**src/verilog/pdm_pkg.sv**
```systemverilog
package pdm_pkg;

    // sample width, shared by filter codes, gain and pcm words
    localparam int PCM_WIDTH   = 16;

    localparam int DECIM_WIDTH = 8;              // decimation factor, R up to 255

    // divider works on code << 16 over the gain, so twice the sample width
    localparam int DIV_WIDTH   = 2 * PCM_WIDTH;

    typedef logic [PCM_WIDTH-1:0]   pcm_t;       // output sample, signed or unsigned
    typedef logic [PCM_WIDTH-1:0]   code_t;      // cic code or full scale gain
    typedef logic [DECIM_WIDTH-1:0] decim_t;     // decimation factor
    typedef logic [DIV_WIDTH-1:0]   div_word_t;  // divider operand / result

    // divider control
    // idle  waits for a start strobe, operands latched on accept
    // run   one add/subtract and shift per cycle
    // done  final remainder correction
    typedef enum logic [1:0] {
        DIV_IDLE,
        DIV_RUN,
        DIV_DONE
    } div_state_t;

endpackage : pdm_pkg

```
**src/verilog/cic_decimator.sv**
```systemverilog
`timescale 1ns/1ps

module cic_decimator (
    input  logic            clk_i,
    input  logic            rst_n_i,

    // pdm stream, one strobe per bit
    input  logic            pdm_valid_i,
    input  logic            pdm_bit_i,

    input  pdm_pkg::decim_t decim_i,        // decimation factor R

    output pdm_pkg::code_t  code_o,         // comb output, valid with code_valid_o
    output logic            code_valid_o,
    output pdm_pkg::code_t  gain_o          // full scale of the filter, R squared
);

    import pdm_pkg::*;

    // second order filter, all arithmetic wraps at 16 bits
    code_t  integ1_q;
    code_t  integ2_q;
    code_t  integ1_next;
    code_t  integ2_next;
    code_t  comb1_dly_q;                    // integrator 2 at the previous block end
    code_t  comb2_dly_q;                    // comb 1 at the previous block end
    code_t  comb1;
    code_t  comb2;

    decim_t               decim_q;          // registered factor, change detection
    decim_t               count_q;          // strobes seen in the current block
    logic [DECIM_WIDTH:0] count_inc;        // one extra bit so R = 255 compares cleanly
    logic                 block_done;
    logic                 factor_change;
    logic                 gain_reload_q;

    assign factor_change = (decim_i != decim_q);

    // integrators see the incoming bit in the same cycle, no pipeline between them
    assign integ1_next = integ1_q + code_t'(pdm_bit_i);
    assign integ2_next = integ2_q + integ1_next;

    // combs evaluated on the updated integrator so the completing bit is included
    assign comb1 = integ2_next - comb1_dly_q;
    assign comb2 = comb1 - comb2_dly_q;

    assign count_inc  = {1'b0, count_q} + 1'b1;
    assign block_done = (count_inc >= {1'b0, decim_q});     // R = 0 fires on every strobe

    always_ff @(posedge clk_i or negedge rst_n_i) begin
        if (!rst_n_i) begin
            integ1_q      <= '0;
            integ2_q      <= '0;
            comb1_dly_q   <= '0;
            comb2_dly_q   <= '0;
            count_q       <= '0;
            decim_q       <= '0;
            gain_reload_q <= 1'b0;
            gain_o        <= '0;
            code_valid_o  <= 1'b0;
        end else begin
            decim_q       <= decim_i;
            gain_reload_q <= factor_change;     // gain follows one cycle after the change
            code_valid_o  <= 1'b0;

            if (gain_reload_q) begin
                gain_o <= code_t'(decim_q) * code_t'(decim_q);
            end

            if (factor_change) begin
                // restart the filter, the next code covers a fresh block
                integ1_q    <= '0;
                integ2_q    <= '0;
                comb1_dly_q <= '0;
                comb2_dly_q <= '0;
                count_q     <= '0;
            end else if (pdm_valid_i) begin
                integ1_q <= integ1_next;
                integ2_q <= integ2_next;
                if (block_done) begin
                    count_q      <= '0;
                    comb1_dly_q  <= integ2_next;
                    comb2_dly_q  <= comb1;
                    code_valid_o <= 1'b1;
                end else begin
                    count_q <= count_inc[DECIM_WIDTH-1:0];
                end
            end
        end
    end

    // code word only, qualified by code_valid_o
    always_ff @(posedge clk_i) begin
        if (pdm_valid_i && block_done && !factor_change) begin
            code_o <= comb2;
        end
    end

endmodule : cic_decimator

```
**src/verilog/non_restoring_divider.sv**
```systemverilog
`timescale 1ns/1ps

module non_restoring_divider #(
    parameter int DATA_WIDTH = 32
) (
    input  logic                  clk_i,
    input  logic                  rst_n_i,
    input  logic                  clk_en_i,         // stalls the whole divider when low

    input  logic [DATA_WIDTH-1:0] dividend_i,
    input  logic [DATA_WIDTH-1:0] divisor_i,
    input  logic                  data_valid_i,     // start, ignored unless idle

    output logic [DATA_WIDTH-1:0] quotient_o,
    output logic [DATA_WIDTH-1:0] remainder_o,
    output logic                  divide_by_zero_o, // meaningful with data_valid_o
    output logic                  data_valid_o,     // one cycle, result ready
    output logic                  idle_o
);

    import pdm_pkg::*;

    localparam int CNT_WIDTH = (DATA_WIDTH > 1) ? $clog2(DATA_WIDTH) : 1;

    div_state_t            state_q;
    logic [CNT_WIDTH-1:0]  iter_q;          // remaining steps, counts down to zero

    // partial remainder carries one extra sign bit
    logic [DATA_WIDTH:0]   rem_q;
    logic [DATA_WIDTH-1:0] quo_q;           // dividend bits shift out, quotient bits shift in
    logic [DATA_WIDTH-1:0] divisor_q;

    logic [DATA_WIDTH:0]   divisor_ext;
    logic [DATA_WIDTH:0]   rem_shift;
    logic [DATA_WIDTH:0]   rem_step;
    logic                  start;

    assign start       = data_valid_i & idle_o;
    assign divisor_ext = {1'b0, divisor_q};

    // bring down the next dividend bit
    assign rem_shift = {rem_q[DATA_WIDTH-1:0], quo_q[DATA_WIDTH-1]};

    // negative remainder adds the divisor back instead of restoring first
    assign rem_step = rem_q[DATA_WIDTH] ? rem_shift + divisor_ext
                                        : rem_shift - divisor_ext;

    always_ff @(posedge clk_i or negedge rst_n_i) begin
        if (!rst_n_i) begin
            state_q          <= DIV_IDLE;
            iter_q           <= '0;
            data_valid_o     <= 1'b0;
            divide_by_zero_o <= 1'b0;
        end else if (clk_en_i) begin
            data_valid_o <= 1'b0;
            case (state_q)
                DIV_IDLE: begin
                    if (start) begin
                        state_q          <= DIV_RUN;
                        iter_q           <= CNT_WIDTH'(DATA_WIDTH - 1);
                        divide_by_zero_o <= (divisor_i == '0);   // held until the next load
                    end
                end
                DIV_RUN: begin
                    if (iter_q == '0) begin
                        state_q <= DIV_DONE;
                    end else begin
                        iter_q <= iter_q - 1'b1;
                    end
                end
                DIV_DONE: begin
                    state_q      <= DIV_IDLE;
                    data_valid_o <= 1'b1;
                end
                default: state_q <= DIV_IDLE;
            endcase
        end
    end

    // datapath
    always_ff @(posedge clk_i) begin
        if (clk_en_i) begin
            case (state_q)
                DIV_IDLE: begin
                    if (start) begin
                        rem_q     <= '0;
                        quo_q     <= dividend_i;
                        divisor_q <= divisor_i;
                    end
                end
                DIV_RUN: begin
                    rem_q <= rem_step;
                    quo_q <= {quo_q[DATA_WIDTH-2:0], ~rem_step[DATA_WIDTH]};  // 1 when non negative
                end
                DIV_DONE: begin
                    // quotient is already exact, only the remainder needs fixing
                    if (rem_q[DATA_WIDTH]) begin
                        rem_q <= rem_q + divisor_ext;
                    end
                end
                default: ;
            endcase
        end
    end

    assign quotient_o  = quo_q;
    assign remainder_o = rem_q[DATA_WIDTH-1:0];

    // still busy during the result cycle
    assign idle_o = (state_q == DIV_IDLE) & ~data_valid_o;

endmodule : non_restoring_divider

```
**src/verilog/pdm_to_pcm_top.sv**
```systemverilog
`timescale 1ns/1ps

module pdm_to_pcm_top (
    input  logic            clk_i,
    input  logic            rst_n_i,

    // pdm input, strobed per bit from outside
    input  logic            pdm_valid_i,
    input  logic            pdm_bit_i,

    input  pdm_pkg::decim_t decim_i,        // a change restarts the filter
    input  logic            signed_i,

    // pcm output, 35 cycles after the strobe that completes a block
    output pdm_pkg::pcm_t   pcm_o,
    output logic            pcm_valid_o,
    output logic            invalid_o       // pulses instead of pcm_valid_o when R = 0
);

    import pdm_pkg::*;

    code_t code;
    code_t gain;
    logic  code_valid;

    cic_decimator u_cic (
        .clk_i        ( clk_i       ),
        .rst_n_i      ( rst_n_i     ),
        .pdm_valid_i  ( pdm_valid_i ),
        .pdm_bit_i    ( pdm_bit_i   ),
        .decim_i      ( decim_i     ),
        .code_o       ( code        ),
        .code_valid_o ( code_valid  ),
        .gain_o       ( gain        )
    );

    // normalize by the gain, then map to pcm
    post_processor u_post (
        .clk_i        ( clk_i       ),
        .rst_n_i      ( rst_n_i     ),
        .code_i       ( code        ),
        .valid_i      ( code_valid  ),
        .normalizer_i ( gain        ),
        .signed_i     ( signed_i    ),
        .pcm_o        ( pcm_o       ),
        .valid_o      ( pcm_valid_o ),
        .invalid_o    ( invalid_o   )
    );

endmodule : pdm_to_pcm_top

```
**src/verilog/post_processor.sv**
```systemverilog
`timescale 1ns/1ps

module post_processor (
    input  logic           clk_i,
    input  logic           rst_n_i,

    input  pdm_pkg::code_t code_i,          // cic code
    input  logic           valid_i,

    input  pdm_pkg::code_t normalizer_i,    // filter gain, full scale code

    input  logic           signed_i,        // 1 gives pcm centred on zero

    output pdm_pkg::pcm_t  pcm_o,
    output logic           valid_o,
    output logic           invalid_o        // gain was zero, no sample
);

    import pdm_pkg::*;

    div_word_t quotient;                    // q0.16 fraction, 65536 at full scale
    logic      div_done;
    logic      div_zero;
    logic      div_idle;
    pcm_t      sat_sample;

    // code / gain with the code shifted up by 16, a busy divider drops the code
    non_restoring_divider #(
        .DATA_WIDTH ( DIV_WIDTH )
    ) u_normalizer (
        .clk_i            ( clk_i                                 ),
        .rst_n_i          ( rst_n_i                               ),
        .clk_en_i         ( 1'b1                                  ),
        .dividend_i       ( {code_i, {PCM_WIDTH{1'b0}}}           ),
        .divisor_i        ( {{PCM_WIDTH{1'b0}}, normalizer_i}     ),
        .data_valid_i     ( valid_i & div_idle                    ),
        .quotient_o       ( quotient                              ),
        .remainder_o      (                                       ),
        .divide_by_zero_o ( div_zero                              ),
        .data_valid_o     ( div_done                              ),
        .idle_o           ( div_idle                              )
    );

    always_comb begin
        // code equal to gain gives exactly 1.0, clamp instead of wrapping to 0
        if (quotient[DIV_WIDTH-1:PCM_WIDTH] != '0) begin
            sat_sample = '1;
        end else begin
            sat_sample = quotient[PCM_WIDTH-1:0];
        end
        if (signed_i) begin
            pcm_o = sat_sample - pcm_t'(1 << (PCM_WIDTH - 1));  // shift by the midpoint
        end else begin
            pcm_o = sat_sample;
        end
    end

    assign valid_o   = div_done & ~div_zero;
    assign invalid_o = div_done &  div_zero;

endmodule : post_processor
```
**config.mk**
```make
export PLATFORM = sky130hd
export DESIGN_NAME = pdm_to_pcm_top
export DESIGN_NICKNAME = d
export VERILOG_FILES = /design/src/verilog/pdm_pkg.sv /design/src/verilog/cic_decimator.sv /design/src/verilog/non_restoring_divider.sv /design/src/verilog/pdm_to_pcm_top.sv /design/src/verilog/post_processor.sv
export SDC_FILE = /design/constraint.sdc
export NUM_CORES = 1
export LEC_CHECK = 0
export BUFFER_PORTS_ARGS = -buffer_cell sky130_fd_sc_hd__buf_2
export CAP_MARGIN = 40
export CORE_MARGIN = 3
export CORE_UTILIZATION = 60
export DETAILED_ROUTE_END_ITERATION = 8
export PLACE_DENSITY = 0.77
export SETUP_SLACK_MARGIN = 0.15
export SYNTH_ARGS = -nofsm -noshare
export SYNTH_HDL_FRONTEND = slang
export SYNTH_HIERARCHICAL = 1
export SYNTH_SLANG_ARGS = --single-unit
```
**constraint.sdc**
```tcl
create_clock -name clk_i -period 7.46 [get_ports clk_i]
set_input_delay 0.373 -clock clk_i [delete_from_list [all_inputs] [get_ports clk_i]]
set_output_delay 0.373 -clock clk_i [all_outputs]
set_load 0.005 [all_outputs]
```
* Yosys cells after proc, flatten, opt, wreduce, memory -nomap -nowiden
Cells that the tools add are included.
Widths: inputs -> output; s select.
** Storage, ports and cells
- Bits in read-only memories :: 0
- Latch bits :: 0
- Word-level logic and storage cells :: 94
- Register bits after elaboration :: 204
- Output and inout bits :: 18
- Memories :: 0
- Memory bits (writable) :: 0
- Input port bits :: 13
** Cells by class
- Eq/ne operators :: 7
- $lt $le $gt $ge :: 1
- Shifts and indexed selects :: 0
- Div/mod/pow operators :: 0
- Muxes and demuxes :: 31
- Bitwise gates (word level) :: 8
- Reduce and logical (&&, ||, !) cells :: 18
- Multipliers :: 1
- Add/subtract/negate cells :: 10
** Operators with widths (count)
- $mux 16 :: 12
- $mux 33 :: 3
- $pmux 33 s3 :: 1
- $add 33x16->33 :: 2
- $pmux 32 s2 :: 1
- $sub 33x16->33 :: 1
- $logic_not 32->1 :: 1
- $mux 32 :: 1
- $sub 16x16->16 :: 2
- $mux 8 :: 3
- $add 16x1->16 :: 1
- $add 16x16->16 :: 1
- $mul 8x8->16 :: 1
- $reduce_bool 16->1 :: 1
- $sub 16x16->16 const B :: 1
- $mux 5 :: 2
- $pmux 5 s2 :: 1
- $reduce_and 2->1 :: 5
- $add 8x1->9 const B :: 1
- $ge 9x8->1 :: 1
- $ne 2x2->1 const B :: 4
- $ne 8x8->1 :: 1
- $reduce_and 3->1 :: 2
- $reduce_bool 2->1 :: 3
- other kinds (13) :: 24

* Logic depth before layout (Yosys ltp)
Gate-level depths: netlist of run 1.
- Word-level depth :: 6
- Gate-level depth with buffers :: 29
- Mapped depth without buffers :: 28

* Hierarchy
Netlist of run 1, hierarchy kept.
** Modules (own cells, without submodules)
- cic_decimator :: area an instance 8663.3 µm², cells each 934, times used 1, sequential area each 2907.8 µm²
- non_restoring_divider :: area an instance 8546.9 µm², cells each 866, times used 1, sequential area each 3138.0 µm²
- post_processor :: area an instance 220.2 µm², cells each 29, times used 1, sequential area each 0.0 µm²

* Least setup slack after synthesis of run 1
OpenSTA, ideal clock, no wires.
- Path kind :: input to register
- Start :: input pdm_bit_i
- End :: register u_cic.code_o[15] (data pin)
- Data arrival time :: 5.154 ns
- Required time :: 7.194 ns
- Slack :: 2.040 ns
- Setup time :: 0.266 ns
- Stages on the path :: 25
- Path buffers :: 1
- Cell sequence :: ha_1 nand2_1 nor2_1 and2_1 clkbuf_1 nand3_1 nor2_1 xor2_1 ha_1 a21oi_1 nor2_1 a211oi_1 a21boi_0 nor2_1 ha_1 and3_1 a221o_1 o31ai_1 a21oi_1 xnor2_1 ha_1 and4_1 and3_1 nor4_1 xnor2_1
** On the way
- Longest elaborated chain between the ends :: 4
** RTL lines
- start, declared :: line pdm_to_pcm_top.sv:9 : input logic pdm_bit_i,
- $add 16x1->16 :: line cic_decimator.sv:40 : assign integ1_next = integ1_q + code_t'(pdm_bit_i);
- $add 16x16->16 :: line cic_decimator.sv:41 : assign integ2_next = integ2_q + integ1_next;
- $sub 16x16->16 :: line cic_decimator.sv:44 : assign comb1 = integ2_next - comb1_dly_q;
- $sub 16x16->16 :: line cic_decimator.sv:45 : assign comb2 = comb1 - comb2_dly_q;
- named net u_cic.comb2[15] :: line cic_decimator.sv:28 : code_t comb2;
- end signal, assigned :: line cic_decimator.sv:95 : code_o <= comb2;
- end, declared :: line cic_decimator.sv:13 : output pdm_pkg::code_t code_o,
The timed path passes the listed nets, and every way through them passes these cells.
A chain may end at the register's enable or synchronous reset.

* Final worst setup path of run 1
- Start :: register u_cic.integ1_q[0]
- End :: register u_cic.code_o[15] (data pin)
** On the way
- Longest elaborated chain between the ends :: 4
** RTL lines
- start, declared :: line cic_decimator.sv:21 : code_t integ1_q;
- start signal, assigned :: line cic_decimator.sv:78 : integ1_q <= integ1_next;
- $add 16x1->16 :: line cic_decimator.sv:40
- $add 16x16->16 :: line cic_decimator.sv:41
- $sub 16x16->16 :: line cic_decimator.sv:44
- $sub 16x16->16 :: line cic_decimator.sv:45
- named net u_cic.comb2[15] :: line cic_decimator.sv:28
The timed path passes the listed nets, and every way through them passes these cells.

==> run metrics, run 1 <==
GRT Util Overall 22.8%; IO Port Bufs 30; Pwr Density 249 nW/um2; die height 175 um; min Tclk post-route 6.06 ns; Setup WS post-layout 1.40 ns; Setup Skew 0.0165 ns; die width 175 um; peak supply drop 175 uV; post-route ant nets 0; Max Transition Viols Final 0; Synth-to-Final Area Change 8.99%; Core Area 28000 um2; count of final setup violators 0; DR vias 13100; die area 30700 um2; post-CTS sizing 0; worst skew pair latency 0.53 ns; First-pass DRT Iterations 7; RSZ-0062 raised after global routing false; cells after synthesis 1797; num ports 31; drt first-iter violations 814; WL/cell 15.5 um; Post-Syn Area 17200 um2; crit path DAT 6.31 ns; initial antenna violation count 0; TritonCTS Buffers 25; final net count 2071; layout cells sized above 1 8.59%; Yosys Warn Count 6; total power draw 4670 uW; critical path peak fanout 6; WS Path Type reg2reg; final hold violations 0; Lkg Pwr 0.00823 uW; CTS Sinks 219; pre-CTS setup slack 1.43 ns; worst slew pin tran 0.771 ns; CTS tree built; WL final 35100 um; Worst EP required 7.72 ns; setup repair bufs after CTS 0; crit start category flip-flop; largest net degree at the start of global routing 75; vias in the first global route 12900; fmax 0.165 GHz; Initial Util 61.4%; Max Cap Viol 0; first-pass GRT wire length 60100 um; Final Cycle Share 81.2%; Placer Congestion 0.885; diodes inserted 0; clock-pin slew on the worst setup and hold paths 0.06 ns; Via density 5.78; CTS Hold Buffers Added 9; CTS Root Cell clkbuf_16; grt ovf 0; status completed; Max Root-Sink Buffers 3; setup TNS 0 ns; Rel. slew slack 48.1%; Worst Hold Class in2reg; num rows 61; residual DRC count 0; CTS H-tree depth 1; critical path endpoint category flip-flop; post-detail-place hpwl 25900 um; syn avg cell area 9.57 um2
-- registers in the layout, indices dropped and copies added, names as in the netlist --
signal	count
u_cic/comb2_dly_q	16
u_cic/code_o	16
u_post/u_normalizer/quotient_o	32
u_cic/decim_q	8
u_post/u_normalizer/divide_by_zero_o	1
u_post/u_normalizer/data_valid_o	1
u_cic/integ2_q	16
u_post/u_normalizer/state_q	2
u_cic/gain_reload_q	1
u_post/u_normalizer/divisor_q	32
u_post/u_normalizer/rem_q	33
u_cic/count_q	8
u_cic/gain_o	15
u_cic/integ1_q	16
u_cic/code_valid_o	1
u_post/u_normalizer/iter_q	5
u_cic/comb1_dly_q	16
-- worst paths after layout --
kind | end | slack (ns) | depth (start not counted) | startpoint
setup / recovery | u_cic/code_o[15]$_DFFE_PP_ | 1.40 | 24 | u_cic/integ1_q[0]$_DFFE_PN0P_
hold / removal | u_cic/integ1_q[0]$_DFFE_PN0P_ | 0.27 | 4 | pdm_bit_i
setup reg to reg | u_cic/code_o[15]$_DFFE_PP_ | 1.40 | 24 | u_cic/integ1_q[0]$_DFFE_PN0P_
hold reg to reg | u_post/u_normalizer/divisor_q[11]$_DFFE_PP_ | 0.47 | 0 | u_cic/gain_o[11]$_DFFE_PN0P_
max in group asynchronous | u_cic/integ2_q[15]$_DFFE_PN0P_ | 5.86 | 3 | rst_n_i
min in group asynchronous | u_post/u_normalizer/iter_q[3]$_DFFE_PN0P_ | 0.42 | 2 | rst_n_i
-- placed cells by master (no fill, tap or decap), types with 16 or more instances in the layout --
cell / instances
a21oi_1: 144
nand3_1: 35
conb_1: 52
mux2i_1: 20
o21ai_0: 62
mux2_2: 48
or3_1: 16
dfrtp_1: 106
xnor2_1: 93
inv_1: 124
ha_1: 161
nor3_1: 30
a21o_1: 52
buf_2: 29
nor4_1: 18
xor2_1: 86
edfxtp_1: 113
fa_1: 30
nor2_1: 139
and3_1: 24
clkbuf_16: 25
nand2_1: 141
nor2b_1: 32
and2_1: 17
-- routing by layer --
metal | vias to the layer above | wire [um] | part of all wire [%] | global-route usage, %
li1 | 6506 | - | - | -
met1 | 6231 | 15800 | 45 | 30.9
met2 | 291 | 17100 | 49 | 39.5
met3 | 61 | 1400 | 4.0 | 2.29
met4 | 0 | 832 | 2.4 | 6.05
met5 | - | 0 | 0 | 0
-- where the power goes --
group          switching [uW]  internal (uW)  leakage (uW)
sequential                105           1480       0.00247
clock                     478            737      0.000395
combinational            1040            823       0.00536
-- stage by stage --
step	area, um2	hold WS [ns]	instances	utilization, %
2_1_floorplan	17400	0.0774	1846	-
3_3_place_gp	17800	0.418	2206	63.5
3_5_place_dp	17800	0.433	2208	63.7
4_1_cts	18700	0.263	2263	66.9
5_1_grt	18700	0.314	2263	66.9
6_report	18700	0.273	2263	66.9
-- final cells by class --
| class | instances | area, um2 |
|---|---|---|
| Clock inverter | 13 | 139 |
| Fill cell | 2244 | 9280 |
| Inverter | 124 | 465 |
| Clock buffer | 33 | 676 |
| Timing Repair Buffer | 49 | 338 |
| Tap cell | 378 | 473 |
| Multi-Input combinational cell | 1447 | 10600 |
| Sequential cell | 219 | 6050 |
-- worst max-delay path, stage by stage, from the launching register on --
cell      delay [ns]
dfrtp_1         0.37
ha_1            0.18
nand2_1         0.10
nor2_1          0.21
and2_1          0.26
nand3_1         0.14
nor2_1          0.35
xor2_1          0.24
ha_1            0.30
a21oi_1         0.21
nor2_1          0.06
a211oi_1        0.30
a21boi_0        0.18
nor2_1          0.25
ha_1            0.34
and3_1          0.17
a221o_1         0.36
o31ai_1         0.24
a21oi_1         0.14
xnor2_1         0.16
ha_1            0.35
and4_1          0.24
and3_1          0.18
nor4_1          0.35
xnor2_1         0.11
No activity file was read; power rests on OpenSTA's default activity.
==> run 2, diff against run 1 <==
--- a/config.mk
+++ b/config.mk
@@ -8,9 +8,9 @@
 export BUFFER_PORTS_ARGS = -buffer_cell sky130_fd_sc_hd__buf_2
 export CAP_MARGIN = 40
 export CORE_MARGIN = 3
-export CORE_UTILIZATION = 60
+export CORE_UTILIZATION = 59
 export DETAILED_ROUTE_END_ITERATION = 8
-export PLACE_DENSITY = 0.77
+export PLACE_DENSITY = 0.79
 export SETUP_SLACK_MARGIN = 0.15
 export SYNTH_ARGS = -nofsm -noshare
 export SYNTH_HDL_FRONTEND = slang
==> constraint.sdc (replaced) <==
create_clock -name clk_i -period 5 [get_ports clk_i]
set_input_delay 0.25 -clock clk_i [delete_from_list [all_inputs] [get_ports clk_i]]
set_output_delay 0.25 -clock clk_i [all_outputs]
set_load 0.005 [all_outputs]
==> run 2 against run 1 <==
  * The run now ends with setup timing left
  * Global-route usage increased by 1.0 points
  * Clock power increased by 37%
  * Critical path depth increased by 3
  * Critical path type unchanged
  * Largest cell class unchanged
==> run metrics, run 2 (synthesis gave the netlist of run 1 again) <==
crit path DAT 5.41 ns; IO Port Bufs 30; largest net degree at the start of global routing 75; Max Root-Sink Buffers 3; Comb pwr share 41.2%; drt first-iter violations 975; initial antenna violation count 0; residual DRC count 0; worst slew pin tran 0.874 ns; Synth-to-Final Area Change 15.5%; critical path endpoint category flip-flop; min Tclk post-route 5.14 ns; NetSw 2450 uW; Via density 5.81; CTS H-tree depth 1; crit start category flip-flop; grt ovf 0; die height 177 um; count of final setup violators 2; failing checks setup timing; fmax 0.194 GHz; post-route ant nets 0; Max Transition Viols Final 0; most common cell after layout, fill and taps aside ha_1; Largest register FFs 33; status finished with violations; Placer Congestion 0.872; fin cells 2344; die area 31200 um2; clock-pin slew on the worst setup and hold paths 0.06 ns; diodes inserted 0; final net count 2154; post-detail-place hpwl 27300 um; Final Cycle Share 103%; delay of the slowest critical-path stage 0.39 ns; Setup WS post-layout -0.142 ns; critical path peak fanout 4; die width 177 um; Lkg Pwr 0.00874 uW; Clk pwr share 24.1%; GRT Util Overall 23.8%; Setup Skew 0.00990 ns; Worst Hold Class in2async; CTS Sinks 219; P_int 4420 uW; WL final 38500 um; TritonCTS Buffers 25; Max Cap Viol 0; first-pass GRT wire length 63000 um; Switching Fraction 35.7%; largest register by flop count u_post/u_normalizer/rem_q; Crit path top cell by count ha_1; vias in the first global route 13400; RSZ-0062 raised after global routing true; Rel. slew slack 41.7%; cell count after placement 2259; most frequent cells in the layout ha_1, nand2_1, nor2_1; worst skew pair latency 0.52 ns; First-pass DRT Iterations 6; final core utilization 70.3%; num ports 31; pre-CTS setup slack -0.179 ns; setup TNS -0.263 ns; Flop pwr share 34.6%; CTS Root Cell clkbuf_16; Worst EP required 5.27 ns; WS Path Type reg2reg; WHS 0.0713 ns; WL/cell 16.4 um; CTS tree built; DR vias 13600; CP max stage cell dfrtp_1; peak supply drop 268 uV; Pwr Density 346 nW/um2; layout cells sized above 1 16.8%; num rows 61; final hold violations 0; Initial Util 60.9%; Core Area 28200 um2
run 2: metrics by stage:
step           power [uW]  instance area [um2]
3_3_place_gp         5060                18300
5_1_grt              7320                19900
6_report             6870                19900
4_1_cts              6880                19400
2_1_floorplan        4560                17500
3_5_place_dp         5180                18300
run 2: power by group through the flow:
| stage | logic, uW | clock network (uW) | registers (uW) |
|---|---|---|---|
| 2_1_floorplan | 2220 | 0 | 2350 |
| 3_3_place_gp | 2670 | 0 | 2400 |
| 3_5_place_dp | 2770 | 0 | 2410 |
| 4_1_cts | 2800 | 1700 | 2380 |
| 5_1_grt | 3160 | 1760 | 2400 |
| 6_report | 2830 | 1660 | 2380 |
run 2: final timing paths:
| check | slack [ns] | startpoint | cells past startpoint | to |
|---|---|---|---|---|
| setup reg to reg | -0.14 | u_cic/integ1_q[0]$_DFFE_PN0P_ | 27 | u_cic/code_o[15]$_DFFE_PP_ |
| hold / removal | 0.07 | rst_n_i | 2 | u_cic/integ1_q[0]$_DFFE_PN0P_ |
| max in group asynchronous | 4.26 | rst_n_i | 3 | u_cic/code_valid_o$_DFF_PN0_ |
| hold reg to reg | 0.47 | u_cic/gain_o[15]$_DFFE_PN0P_ | 0 | u_post/u_normalizer/divisor_q[15]$_DFFE_PP_ |
| setup / recovery | -0.14 | u_cic/integ1_q[0]$_DFFE_PN0P_ | 27 | u_cic/code_o[15]$_DFFE_PP_ |
| min in group clk_i | 0.23 | pdm_bit_i | 4 | u_cic/integ1_q[0]$_DFFE_PN0P_ |
run 2: cell type report:
cell class	count	area (um2)
Sequential cell	219	6050
Fill cell	2059	8390
Tap cell	378	473
Clock inverter	8	50.0
Multi-Input combinational cell	1447	11100
Inverter	124	465
Clock buffer	36	687
Timing Repair Buffer	132	988
run 2: what timing repair did:
action                                  CTS  global route
endpoints found under the hold margin   114             0
pin swaps                                31            40
resized for setup                        21            77
setup buffers                            21            11
hold buffers                              9             0
endpoints found under the setup margin    5            14
run 2: layer usage:
layer / part of all wire [%] / vias to the layer above / track usage (%)
met5: 0 / - / 0
li1: - / 6672 / -
met2: 50 / 325 / 42.3
met3: 3.6 / 61 / 2.36
met4: 2.1 / 0 / 5.60
met1: 45 / 6558 / 31.7
run 2: critical path: cells and delay by family (launching register included):
kind / cells / cell delay (ns)
buffers and inverters: 1 / 0.15
adder cells (fa/ha/maj): 4 / 1.15
XOR/XNOR: 4 / 0.47
AND/OR/NAND/NOR: 13 / 1.68
AO/OA/AOI/OAI: 5 / 1.04
flip-flops: 1 / 0.39
